**config.mk**
```make
export PLATFORM = sky130hd
export DESIGN_NAME = bp_update_fifo
export DESIGN_NICKNAME = d
export VERILOG_FILES = /design/src/verilog/bp_pkg.sv /design/src/verilog/bp_update_fifo.sv
export VERILOG_INCLUDE_DIRS = /design/src /design/src/verilog
export SDC_FILE = /design/constraint.sdc
export NUM_CORES = 1
export LEC_CHECK = 0
export BUFFER_PORTS_ARGS = -buffer_cell sky130_fd_sc_hd__buf_2
export CAP_MARGIN = 20
export CORE_ASPECT_RATIO = 1.1
export CORE_MARGIN = 1
export CORE_UTILIZATION = 50
export DETAILED_ROUTE_END_ITERATION = 12
export GPL_ROUTABILITY_DRIVEN = 0
export MAX_ROUTING_LAYER = met4
export PLACE_DENSITY = 0.71
export SKIP_CTS_REPAIR_TIMING = 1
export SYNTH_ARGS = -nofsm -noshare
export SYNTH_HDL_FRONTEND = slang
export SYNTH_SLANG_ARGS = --single-unit
```
**constraint.sdc**
```tcl
create_clock -name clk -period 2.2 [get_ports clk]
set_input_delay 0.11 -clock clk [delete_from_list [all_inputs] [get_ports clk]]
set_output_delay 0.11 -clock clk [all_outputs]
set_load 0.02 [all_outputs]
```
**src/verilog/bp_config.svh**
```systemverilog
// branch predictor build parameters
// table geometry, update queue depth and APB register map
`ifndef BP_CONFIG_SVH
`define BP_CONFIG_SVH

// index bits, 64 entries
`define BP_IDX_W 6

// tag is everything above the index
`define BP_TAG_W (32 - `BP_IDX_W - 3)

// resolve records buffered between execute and the tables
`define BP_FIFO_DEPTH 4

// APB address bits decoded by the register block
`define BP_APB_AW 8

// register byte offsets
`define BP_REG_CTRL 'h0
`define BP_REG_UPD_CNT 'h4
`define BP_REG_MISS_CNT 'h8

`endif

```
**src/verilog/bp_pkg.sv**
```systemverilog
// branch predictor types
// branch kinds, counter states, register map and record structs
`include "bp_config.svh"

package bp_pkg;

    // branch type as seen by execute
    typedef enum logic [1:0] {
        BT_NONE     = 2'b00,
        BT_UNCOND   = 2'b01,
        // conditional, pc relative
        BT_DIRECT   = 2'b10,
        // register target, always taken
        BT_INDIRECT = 2'b11
    } bp_btype_e;

    // msb set means predict taken
    typedef enum logic [1:0] {
        CTR_STRONG_NT = 2'b00,
        CTR_WEAK_NT   = 2'b01,
        CTR_WEAK_T    = 2'b10,
        CTR_STRONG_T  = 2'b11
    } bp_ctr_e;

    typedef enum logic [`BP_APB_AW-1:0] {
        REG_CTRL     = `BP_APB_AW'(`BP_REG_CTRL),
        REG_UPD_CNT  = `BP_APB_AW'(`BP_REG_UPD_CNT),
        REG_MISS_CNT = `BP_APB_AW'(`BP_REG_MISS_CNT)
    } bp_reg_e;

    typedef struct packed {
        logic        taken;
        bp_btype_e   btype;
        logic [31:0] next_pc;
    } bp_pred_t;

    typedef struct packed {
        logic [31:0] pc;
        logic [31:0] target;
        bp_btype_e   btype;
        logic        taken;
        logic        mispredict;
    } bp_resolve_t;

endpackage

```
**src/verilog/bp_update_fifo.sv**
```systemverilog
// circular queue of resolve records
// same-cycle push and pop, ready while not full
`timescale 1ns/1ps
`include "bp_config.svh"

module bp_update_fifo
    import bp_pkg::*;
(
    input  logic        clk,
    input  logic        rstn,
    input  logic        in_valid,
    output logic        in_ready,
    input  bp_resolve_t in_rec,
    output logic        out_valid,
    output bp_resolve_t out_rec,
    input  logic        pop
);

    localparam int DEPTH = `BP_FIFO_DEPTH;
    localparam int PTR_W = (DEPTH > 1) ? $clog2(DEPTH) : 1;
    localparam int CNT_W = $clog2(DEPTH + 1);

    bp_resolve_t      mem [DEPTH];
    logic [PTR_W-1:0] wr_ptr;
    logic [PTR_W-1:0] rd_ptr;
    logic [CNT_W-1:0] count;
    logic             full;
    logic             empty;
    logic             push;
    logic             take;

    assign full      = (count == CNT_W'(DEPTH));
    assign empty     = (count == '0);
    assign in_ready  = !full;
    assign out_valid = !empty;
    assign out_rec   = mem[rd_ptr];
    assign push      = in_valid && !full;
    assign take      = pop && !empty;

    always_ff @(posedge clk or negedge rstn) begin
        if (!rstn) begin
            wr_ptr <= '0;
            rd_ptr <= '0;
            count  <= '0;
        end else begin
            if (push) begin
                wr_ptr <= (wr_ptr == PTR_W'(DEPTH - 1)) ? '0 : wr_ptr + 1'b1;
            end
            if (take) begin
                rd_ptr <= (rd_ptr == PTR_W'(DEPTH - 1)) ? '0 : rd_ptr + 1'b1;
            end
            // count holds on simultaneous push and pop
            if (push && !take) begin
                count <= count + 1'b1;
            end else if (take && !push) begin
                count <= count - 1'b1;
            end
        end
    end

    always_ff @(posedge clk) begin
        if (push) begin
            mem[wr_ptr] <= in_rec;
        end
    end

endmodule
```
==> out/qor.csv <==
metric,value,unit
synthesized area divided by synthesized cell count,26.1,um2
Final nets,725,
clk slew on worst S/H paths,60,ps
portion of the post-synthesis area used by sequential elements,81.6,%
Post-Synth Adder-Cell Area,0.930,%
number of diodes,0,
vias after detailed routing,4963,
TritonCTS clock tree,built,
Synth area leader,sky130_fd_sc_hd__edfxtp_1,
synthesized-area fraction occupied by and/or/nand/nor cells,0.710,%
arrival time of the worst setup path,2010,ps
worst relative slew slack,60.7,%
global routing usage summed across all routing layers,17.9,%
number of clock sinks seen by CTS,279,
crit share post-route,96.3,%
element type at the critical path start,register,
min-delay worst type,in -> reg,
worst skew pair latency,520,ps
Post-Syn Nets,471,
Chip Height,152,um
combined area of all synthesized cells,10200,um2
post-synthesis cell count,392,
final routed DRC violation total,15,
run status,"complete, but fails checks",
estimated wirelength of the detail-placed design,10.9,mm
dominant combinational cell family by area after synthesis,multiplexers,
core region area,19900,um2
register-to-register setup slack,100,ps
final setup fails,0,
critical path start-end classification,reg -> out,
fraction of synthesized cell area in xor and xnor cells,0.257,%
area share of the largest cell type after synthesis,79.9,%
count of filler cells inserted in the layout,1273,
first drt pass iteration count,8,
worst-case reg-to-reg path depth,6,
element type at the critical path end,output pin,
total overflow reported by the global router,0,
Post-DP Area,11400,um2
initial core utilization,51.3,%
worst hold margin,55.8,ps
most instantiated cells after synthesis,"sky130_fd_sc_hd__edfxtp_1 (272), sky130_fd_sc_hd__mux4_2 (68), sky130_fd_sc_hd__buf_2 (10), sky130_fd_sc_hd__dfrtp_1 (7), sky130_fd_sc_hd__ha_1 (6)",
final number of hold-violating endpoints,0,
top cells by area in the synthesized netlist,"sky130_fd_sc_hd__edfxtp_1 (80%), sky130_fd_sc_hd__mux4_2 (15%), sky130_fd_sc_hd__dfrtp_1 (1.7%)",
area growth from synthesis to layout,28.4,%
Yosys warning count,0,
Worst Hold Depth,4,
Leak,4.58,nW
transition time of the tightest slew-check pin,590,ps
asr flop ratio synth,2.51,%
Num CTS Buffers,27,
layout cells sized above 1,43.4,%
starting DRC count in detailed routing,251,
hold-critical path endpoint,rd_ptr[0],
count of unique library cells instantiated by Yosys,19,
power density over the cells,1350,nW/um2
H-tree levels,1,
wire length of the first global-routing pass,27.6,mm
largest fanout of any net on the critical path,5,
worst min-delay path startpoint,pop,
Worst Skew,5.58,ps
register bit count reported by yosys,279,
required time at the worst-slack endpoint,2090,ps
post-route cell area,13100,um2
worst reg2reg startpoint,count[0],
largest vdd supply drop,1020,uV
area fraction in compound gates after synthesis,0,%
count of pins over their slew limit,0,
number of synthesized flops with an enable pin,272,
violated checks,DRC,
Vias per Instance,5.42,
post-DR wirelength/cell,21.0,um
number of rows created at floorplan,54,
Fmax achieved,472,MHz
number of maximum-capacitance violations,0,
total die area,21000,um2
Setup Slack @ Placement,50.4,ps
portion of netlist area occupied by mux cells,15.6,%
r2r endpoint,count[1],
Die W,138,um
initial antenna violation count,0,
Final Util,65.8,%
total I/O pin count,142,
vias in the first global route,5041,
Clock Tree Root,sky130_fd_sc_hd__clkbuf_16,
shortest clock period the worst path allows after layout,2120,ps
most common cell in the netlist,sky130_fd_sc_hd__edfxtp_1,
Antenna Nets Post-Route,0,
min setup slack post-route,82.1,ps
pin count of the biggest net entering global routing,43,
number of port buffers,141,
wire length reported by the detailed router,19.2,mm
CTS max path bufs,3,
prevailing post-synth register cell,sky130_fd_sc_hd__edfxtp_1,
per-stage QoR:
step	TNS, ps	cells	power [mW]
finish	0	916	17.7
global route	-0.782	916	18.4
CTS	-7400	833	17.3
detailed placement	0	786	13.2
global placement	0	786	13.1
floorplan	0	392	11.2
cell families (layout without fill, tap and decap cells):
family	count (synthesis)	in the layout
DFF	279	279
and+or+nand+nor	11	11
xor gates and xnor gates	3	3
buffers and inverters	19	291
adders and majority gates	7	7
muxes	73	73
area by class of cell:
type	instances	area, um2	share of cell area, %
tap	252	315	2.40
timing repair buffer	241	1840	14.0
inverter	3	11.3	0.0858
clock inverter	13	86.3	0.658
multi-input combinational	94	1810	13.8
clock buffer	34	702	5.35
sequential	279	8350	63.7
worst max-delay path by stage:
| stage | startpoint | endpoint | cells past startpoint | slack, ps |
|---|---|---|---|---|
| global route | rd_ptr[0] | out_rec[25] | 4 | -0.8 |
| CTS | rd_ptr[0] | out_rec[22] | 3 | -200 |
| detailed placement | count[0] | count[1] | 6 | 50 |
| floorplan | count[1] | count[2] | 8 | 50 |
| global placement | count[1] | count[1] | 6 | 130 |
| finish | rd_ptr[0] | out_rec[27] | 4 | 80 |
layout by cell type (no fill, tap or decap), types with 3 or more instances in the layout:
cell type	n
sky130_fd_sc_hd__inv_1	3
sky130_fd_sc_hd__dlygate4sd3_1	70
sky130_fd_sc_hd__clkbuf_1	7
sky130_fd_sc_hd__dfrtp_1	4
sky130_fd_sc_hd__nor2_1	3
sky130_fd_sc_hd__clkbuf_16	29
sky130_fd_sc_hd__edfxtp_1	272
sky130_fd_sc_hd__mux4_2	68
sky130_fd_sc_hd__buf_12	10
sky130_fd_sc_hd__ha_1	5
sky130_fd_sc_hd__and3_4	4
sky130_fd_sc_hd__mux2_2	3
sky130_fd_sc_hd__clkinv_1	8
sky130_fd_sc_hd__buf_4	14
sky130_fd_sc_hd__buf_2	141
registers in the layout, indices dropped and copies added, names as in the netlist:
register / cells
wr_ptr: 2
rd_ptr: 2
count: 3
mem: 272
critical path, cell delays in order (launching register included):
cell and delay, ps:
sky130_fd_sc_hd__dfrtp_4 460, sky130_fd_sc_hd__clkbuf_4 200, sky130_fd_sc_hd__buf_4 120, sky130_fd_sc_hd__mux4_2 500, sky130_fd_sc_hd__buf_2 190
metal layers:
layer  vias up  wire length (um)  GRT usage [%]
met4         0               348           5.35
li1       2191                 -              -
met5         -                 0              -
met2       135             10500           31.2
met3        29               887           3.75
met1      2608              7550           20.9
power by group:
| part | total [mW] | internal, mW | switching, mW |
|---|---|---|---|
| clock | 4.17 | 2.36 | 1.81 |
| combinational | 6.20 | 2.81 | 3.39 |
| sequential | 7.31 | 7.03 | 0.276 |
Note: power is estimated with default switching activity, not from simulation.
