**src/verilog/bp_config.svh**
```systemverilog
// branch predictor build parameters
// table geometry, update queue depth and APB register map
`ifndef BP_CONFIG_SVH
`define BP_CONFIG_SVH

// index bits, 64 entries
`define BP_IDX_W 6

// tag is everything above the index
`define BP_TAG_W (32 - `BP_IDX_W - 3)

// resolve records buffered between execute and the tables
`define BP_FIFO_DEPTH 4

// APB address bits decoded by the register block
`define BP_APB_AW 8

// register byte offsets
`define BP_REG_CTRL 'h0
`define BP_REG_UPD_CNT 'h4
`define BP_REG_MISS_CNT 'h8

`endif

```
**src/verilog/bp_pkg.sv**
```systemverilog
// branch predictor types
// branch kinds, counter states, register map and record structs
`include "bp_config.svh"

package bp_pkg;

    // branch type as seen by execute
    typedef enum logic [1:0] {
        BT_NONE     = 2'b00,
        BT_UNCOND   = 2'b01,
        // conditional, pc relative
        BT_DIRECT   = 2'b10,
        // register target, always taken
        BT_INDIRECT = 2'b11
    } bp_btype_e;

    // msb set means predict taken
    typedef enum logic [1:0] {
        CTR_STRONG_NT = 2'b00,
        CTR_WEAK_NT   = 2'b01,
        CTR_WEAK_T    = 2'b10,
        CTR_STRONG_T  = 2'b11
    } bp_ctr_e;

    typedef enum logic [`BP_APB_AW-1:0] {
        REG_CTRL     = `BP_APB_AW'(`BP_REG_CTRL),
        REG_UPD_CNT  = `BP_APB_AW'(`BP_REG_UPD_CNT),
        REG_MISS_CNT = `BP_APB_AW'(`BP_REG_MISS_CNT)
    } bp_reg_e;

    typedef struct packed {
        logic        taken;
        bp_btype_e   btype;
        logic [31:0] next_pc;
    } bp_pred_t;

    typedef struct packed {
        logic [31:0] pc;
        logic [31:0] target;
        bp_btype_e   btype;
        logic        taken;
        logic        mispredict;
    } bp_resolve_t;

endpackage

```
**src/verilog/bp_csr_apb.sv**
```systemverilog
// APB register block for the branch predictor
// control bits, applied update and mispredict counters
`timescale 1ns/1ps
`include "bp_config.svh"

module bp_csr_apb
    import bp_pkg::*;
(
    input  logic                  clk,
    input  logic                  rstn,
    input  logic                  psel,
    input  logic                  penable,
    input  logic                  pwrite,
    input  logic [`BP_APB_AW-1:0] paddr,
    input  logic [31:0]           pwdata,
    output logic [31:0]           prdata,
    output logic                  pready,
    output logic                  pslverr,
    output logic                  pred_en,
    output logic                  upd_en,
    input  logic                  upd_fire,
    input  logic                  upd_miss
);

    bp_reg_e     reg_sel;
    logic        access;
    logic        mapped;
    logic        cnt_clr;
    logic [31:0] upd_cnt;
    logic [31:0] miss_cnt;

    assign reg_sel = bp_reg_e'(paddr);
    assign access  = psel && penable;
    assign mapped  = (reg_sel inside {REG_CTRL, REG_UPD_CNT, REG_MISS_CNT});
    // no wait states
    assign pready  = 1'b1;
    assign pslverr = access && !mapped;
    assign cnt_clr = access && pwrite && (reg_sel == REG_UPD_CNT);

    always_ff @(posedge clk or negedge rstn) begin
        if (!rstn) begin
            pred_en <= 1'b1;
            upd_en  <= 1'b1;
        end else if (access && pwrite && reg_sel == REG_CTRL) begin
            pred_en <= pwdata[0];
            upd_en  <= pwdata[1];
        end
    end

    // clear wins over a same-cycle update
    always_ff @(posedge clk or negedge rstn) begin
        if (!rstn) begin
            upd_cnt  <= '0;
            miss_cnt <= '0;
        end else if (cnt_clr) begin
            upd_cnt  <= '0;
            miss_cnt <= '0;
        end else if (upd_fire) begin
            upd_cnt <= upd_cnt + 32'd1;
            if (upd_miss) begin
                miss_cnt <= miss_cnt + 32'd1;
            end
        end
    end

    always_comb begin
        prdata = '0;
        case (reg_sel)
            REG_CTRL:     prdata = {30'd0, upd_en, pred_en};
            REG_UPD_CNT:  prdata = upd_cnt;
            REG_MISS_CNT: prdata = miss_cnt;
            default:      prdata = '0;
        endcase
    end

endmodule

```
**config.mk**
```make
export PLATFORM = sky130hd
export DESIGN_NAME = bp_csr_apb
export DESIGN_NICKNAME = d
export VERILOG_FILES = /design/src/verilog/bp_pkg.sv /design/src/verilog/bp_csr_apb.sv
export VERILOG_INCLUDE_DIRS = /design/src /design/src/verilog
export SDC_FILE = /design/constraint.sdc
export NUM_CORES = 1
export LEC_CHECK = 0
export BUFFER_PORTS_ARGS = -buffer_cell sky130_fd_sc_hd__buf_2
export CAP_MARGIN = 20
export CORE_UTILIZATION = 45
export DETAILED_ROUTE_END_ITERATION = 10
export PLACE_DENSITY = 0.68
export SETUP_SLACK_MARGIN = 0.2
export SLEW_MARGIN = 15
export SYNTH_ARGS = -nofsm -noshare
export SYNTH_HDL_FRONTEND = slang
export SYNTH_SLANG_ARGS = --single-unit
```
**constraint.sdc**
```tcl
create_clock -name clk -period 2.3 [get_ports clk]
set_input_delay 0.345 -clock clk [delete_from_list [all_inputs] [get_ports clk]]
set_output_delay 0.345 -clock clk [all_outputs]
set_load 0.005 [all_outputs]
```
==> results.yml <==
status:
  status: "finished clean"
synthesis:
  ys_ff_latch: 66
  synthFlopType: "dfrtp_1"
  synth_cell_type_count: 38
  yosysTopAreaCell: "dfrtp_1"
  synth_edf_count: 0
  syn_nets: 468
  synthAdderAreaFrac_pct: 0.654
  synth_mux_area_share_pct: 1.37
  avgSynthCellArea_um2: 9.14
  synth-simple-area-share_pct: 25.7
  synth-seq-area-share_pct: 43.2
  synthXorXnorAreaFrac_pct: 5.03
  syn_area_mm2: 0.00383
  ys_async_sr_fraction_pct: 100
  netlist.area_leader.share_pct: 41.8
  synth_area_leaders: "dfrtp_1 (42%), a22o_1 (6.9%), or4_1 (5.7%)"
  synth_compound_area_share_pct: 19.8
  synthCells: 419
  yosys_warnings: 0
  synth_top_family_by_area: "simple AND/OR/NAND/NOR gates"
placed_design:
  io_buffers: 51
  dpl.hpwl_um: 6550
  post-place-ws_ns: 0.159
  placed_cells: 563
  globalplace.congestion: 0.799
  placedInstanceArea_mm2: 0.00430
detailed_routing:
  initialDrtViolationCount: 188
  final_antenna_net_count: 0
  drc: 0
  first_pass_iters: 4
  drt-total-wl_um: 10200
  routed_via_density: 6.16
  wl_per_cell_um: 17.3
  num_vias: 3614
worst_setup_path:
  crit_required_ns: 1.96
  rrSetupSlack_ns: 0.26
  worstPathCellList: "buf_6 -> nor4_4 -> buf_4 -> nand2_4 -> nor3_4 -> buf_6 -> buf_12 -> a22o_1 -> buf_2"
  cp_common_cell: "buf_6"
  end_kind: "primary output"
  crit_path_max_incr_delay_ns: 0.25
  path_max_fanout: 8
  cp-start-kind: "input pin"
  crit_slowest_cell: "nor4_4"
  worstPathArrival_ns: 1.71
  worstSetupPathType: "input pin to primary output"
layout:
  final_common_cell: "dfrtp_1"
  stdcell_area_mm2: 0.00466
  n_antenna_cell: 0
  final_cells: 587
  syn2layout_area_growth_pct: 21.6
  n_fill_cell: 755
  drive_above_1_share_pct: 23.0
  layout_common_cells: "dfrtp_1 (60), buf_2 (49), a21oi_1 (38)"
  nets: 527
global_routing:
  grt-ovfl-total: 0
  grt.busiest_layer: "met2"
  gr-usage-all-layers_pct: 23.3
  grt_pass1_wl_um: 16100
  antenna_found_initial: 0
  grt_max_degree: 48
  use_met3_pct: 5.34
  grt_pass1_vias: 3375
  use_met1_pct: 30.6
  use_met2_pct: 39.3
timing:
  fin_crit_ns: 2.06
  clock.fmax_mhz: 486
  max-slew-margin-rel_pct: 66.1
  hold_viol_final: 0
  setup_tns_ns: 0
  finalMaxSlewViolations: 0
  min_period_over_period_pct: 89.5
  skew_ns: 0.00695
  holdWs_ns: 0.233
  worst_slew_pin_slew_ns: 0.509
  setup_viol_count_final: 0
  rsz0062_at_grt: "true"
  setup_slack_ns: 0.241
clocking:
  cts_buffer_depth: 2
  worst_skew_pair.late_latency_ns: 0.34
  root_buffer: "clkbuf_8"
  cts_tree: "built"
  clk_pin_slew_ns: 0.07
  h-tree-depth: 3
  clock_sinks: 66
  cts_buffers: 9
die:
  dieArea_mm2: 0.00888
  rows: 33
  core_mm2: 0.00822
  die_w_um: 94.2
  design.portCount: 83
  die_h_um: 94.2
  initial_core_util_pct: 46.6
pwr:
  power_density_mw_per_mm2: 569
  p_leak_nw: 1.98
  ir_worst_vdd_v: 0.000398
min_path:
  min_path_type: "input pin to register"
flow_run:
  drv_cap: 0
==> power by group <==
| part | switching [mW] | internal, mW |
|---|---|---|
| sequential | 0.158 | 1.28 |
| clock | 0.431 | 0.378 |
| combinational | 0.203 | 0.198 |
==> Yosys cell counts (all sizes together), types with 3 or more instances <==
master and instances:
a21oi 39, a22o 30, a31oi 3, and2 3, and3 3, and4 12, buf 7, clkbuf 25
dfrtp 64, inv 9, mux2i 3, nand2 23, nand3 20, nand4 19, nor2 28, nor3 10
nor4 5, o21a 4, o21ai 12, o31ai 24, or3 13, or4 29, xnor2 10, xor2 12
==> path summary, 6_finish.rpt <==
| check | from | to | cells past startpoint |
|---|---|---|---|
| setup / recovery | paddr[4] | prdata[15] | 9 |
| setup reg to reg | upd_cnt[1] | upd_cnt[28] | 6 |
| max in group asynchronous | rstn | pred_en | 3 |
| min in group asynchronous | rstn | miss_cnt[30] | 2 |
| hold reg to reg | miss_cnt[30] | miss_cnt[30] | 2 |
| hold / removal | pwdata[1] | upd_en | 2 |
==> metrics by stage <==
| step | power (mW) | util [%] |
|---|---|---|
| 2_1_floorplan | 1.65 | - |
| 3_3_place_gp | 1.80 | 52.4 |
| 3_5_place_dp | 1.82 | 52.4 |
| 4_1_cts | 2.63 | 54.5 |
| 5_1_grt | 2.81 | 56.7 |
| 6_report | 2.65 | 56.7 |
==> cell families (layout without fill, tap and decap cells) <==
family,after synthesis,in the layout
simple gates,169,169
flops,66,66
compound gates,113,113
mux,5,5
other cells,1,1
buf+inv,41,104
fa+ha+maj,2,2
xor+xnor,22,22
==> state kept, by name, indices dropped and copies added, names as in the netlist <==
register  count
upd_en        1
miss_cnt     32
pred_en       1
upd_cnt      32
==> repair_timing <==
| action | 4_1_cts | 5_1_grt |
|---|---|---|
| hold endpoints to repair | 19 | 0 |
| pin swaps | 0 | 5 |
| cloned | 0 | 3 |
| endpoints found under the setup margin | 7 | 39 |
| hold buffers | 1 | 0 |
| setup buffers | 1 | 4 |
| resized for setup | 3 | 19 |
==> critical path, delay by kind of cell <==
family | cells | cell delay [ns]
AOI/OAI and AO/OA | 1 | 0.17
buffers and inverters | 5 | 0.67
and+or+nand+nor | 3 | 0.53
==> area by class of cell <==
cell class | count | area (um^2) | area share, %
Multi-Input combinational cell | 312 | 2090 | 44.9
Inverter | 9 | 33.8 | 0.725
Timing Repair Buffer | 80 | 592 | 12.7
Sequential cell | 66 | 1660 | 35.6
Clock buffer | 11 | 131 | 2.82
Clock inverter | 4 | 20.0 | 0.430
Tap cell | 105 | 131 | 2.82
==> layer usage <==
| layer | vias up | wire (um) |
|---|---|---|
| met1 | 1794 | 4380 |
| met5 | - | 0 |
| met4 | 0 | 80 |
| met3 | 7 | 516 |
| li1 | 1721 | - |
| met2 | 92 | 5190 |
(Power assumes the default switching activity.)
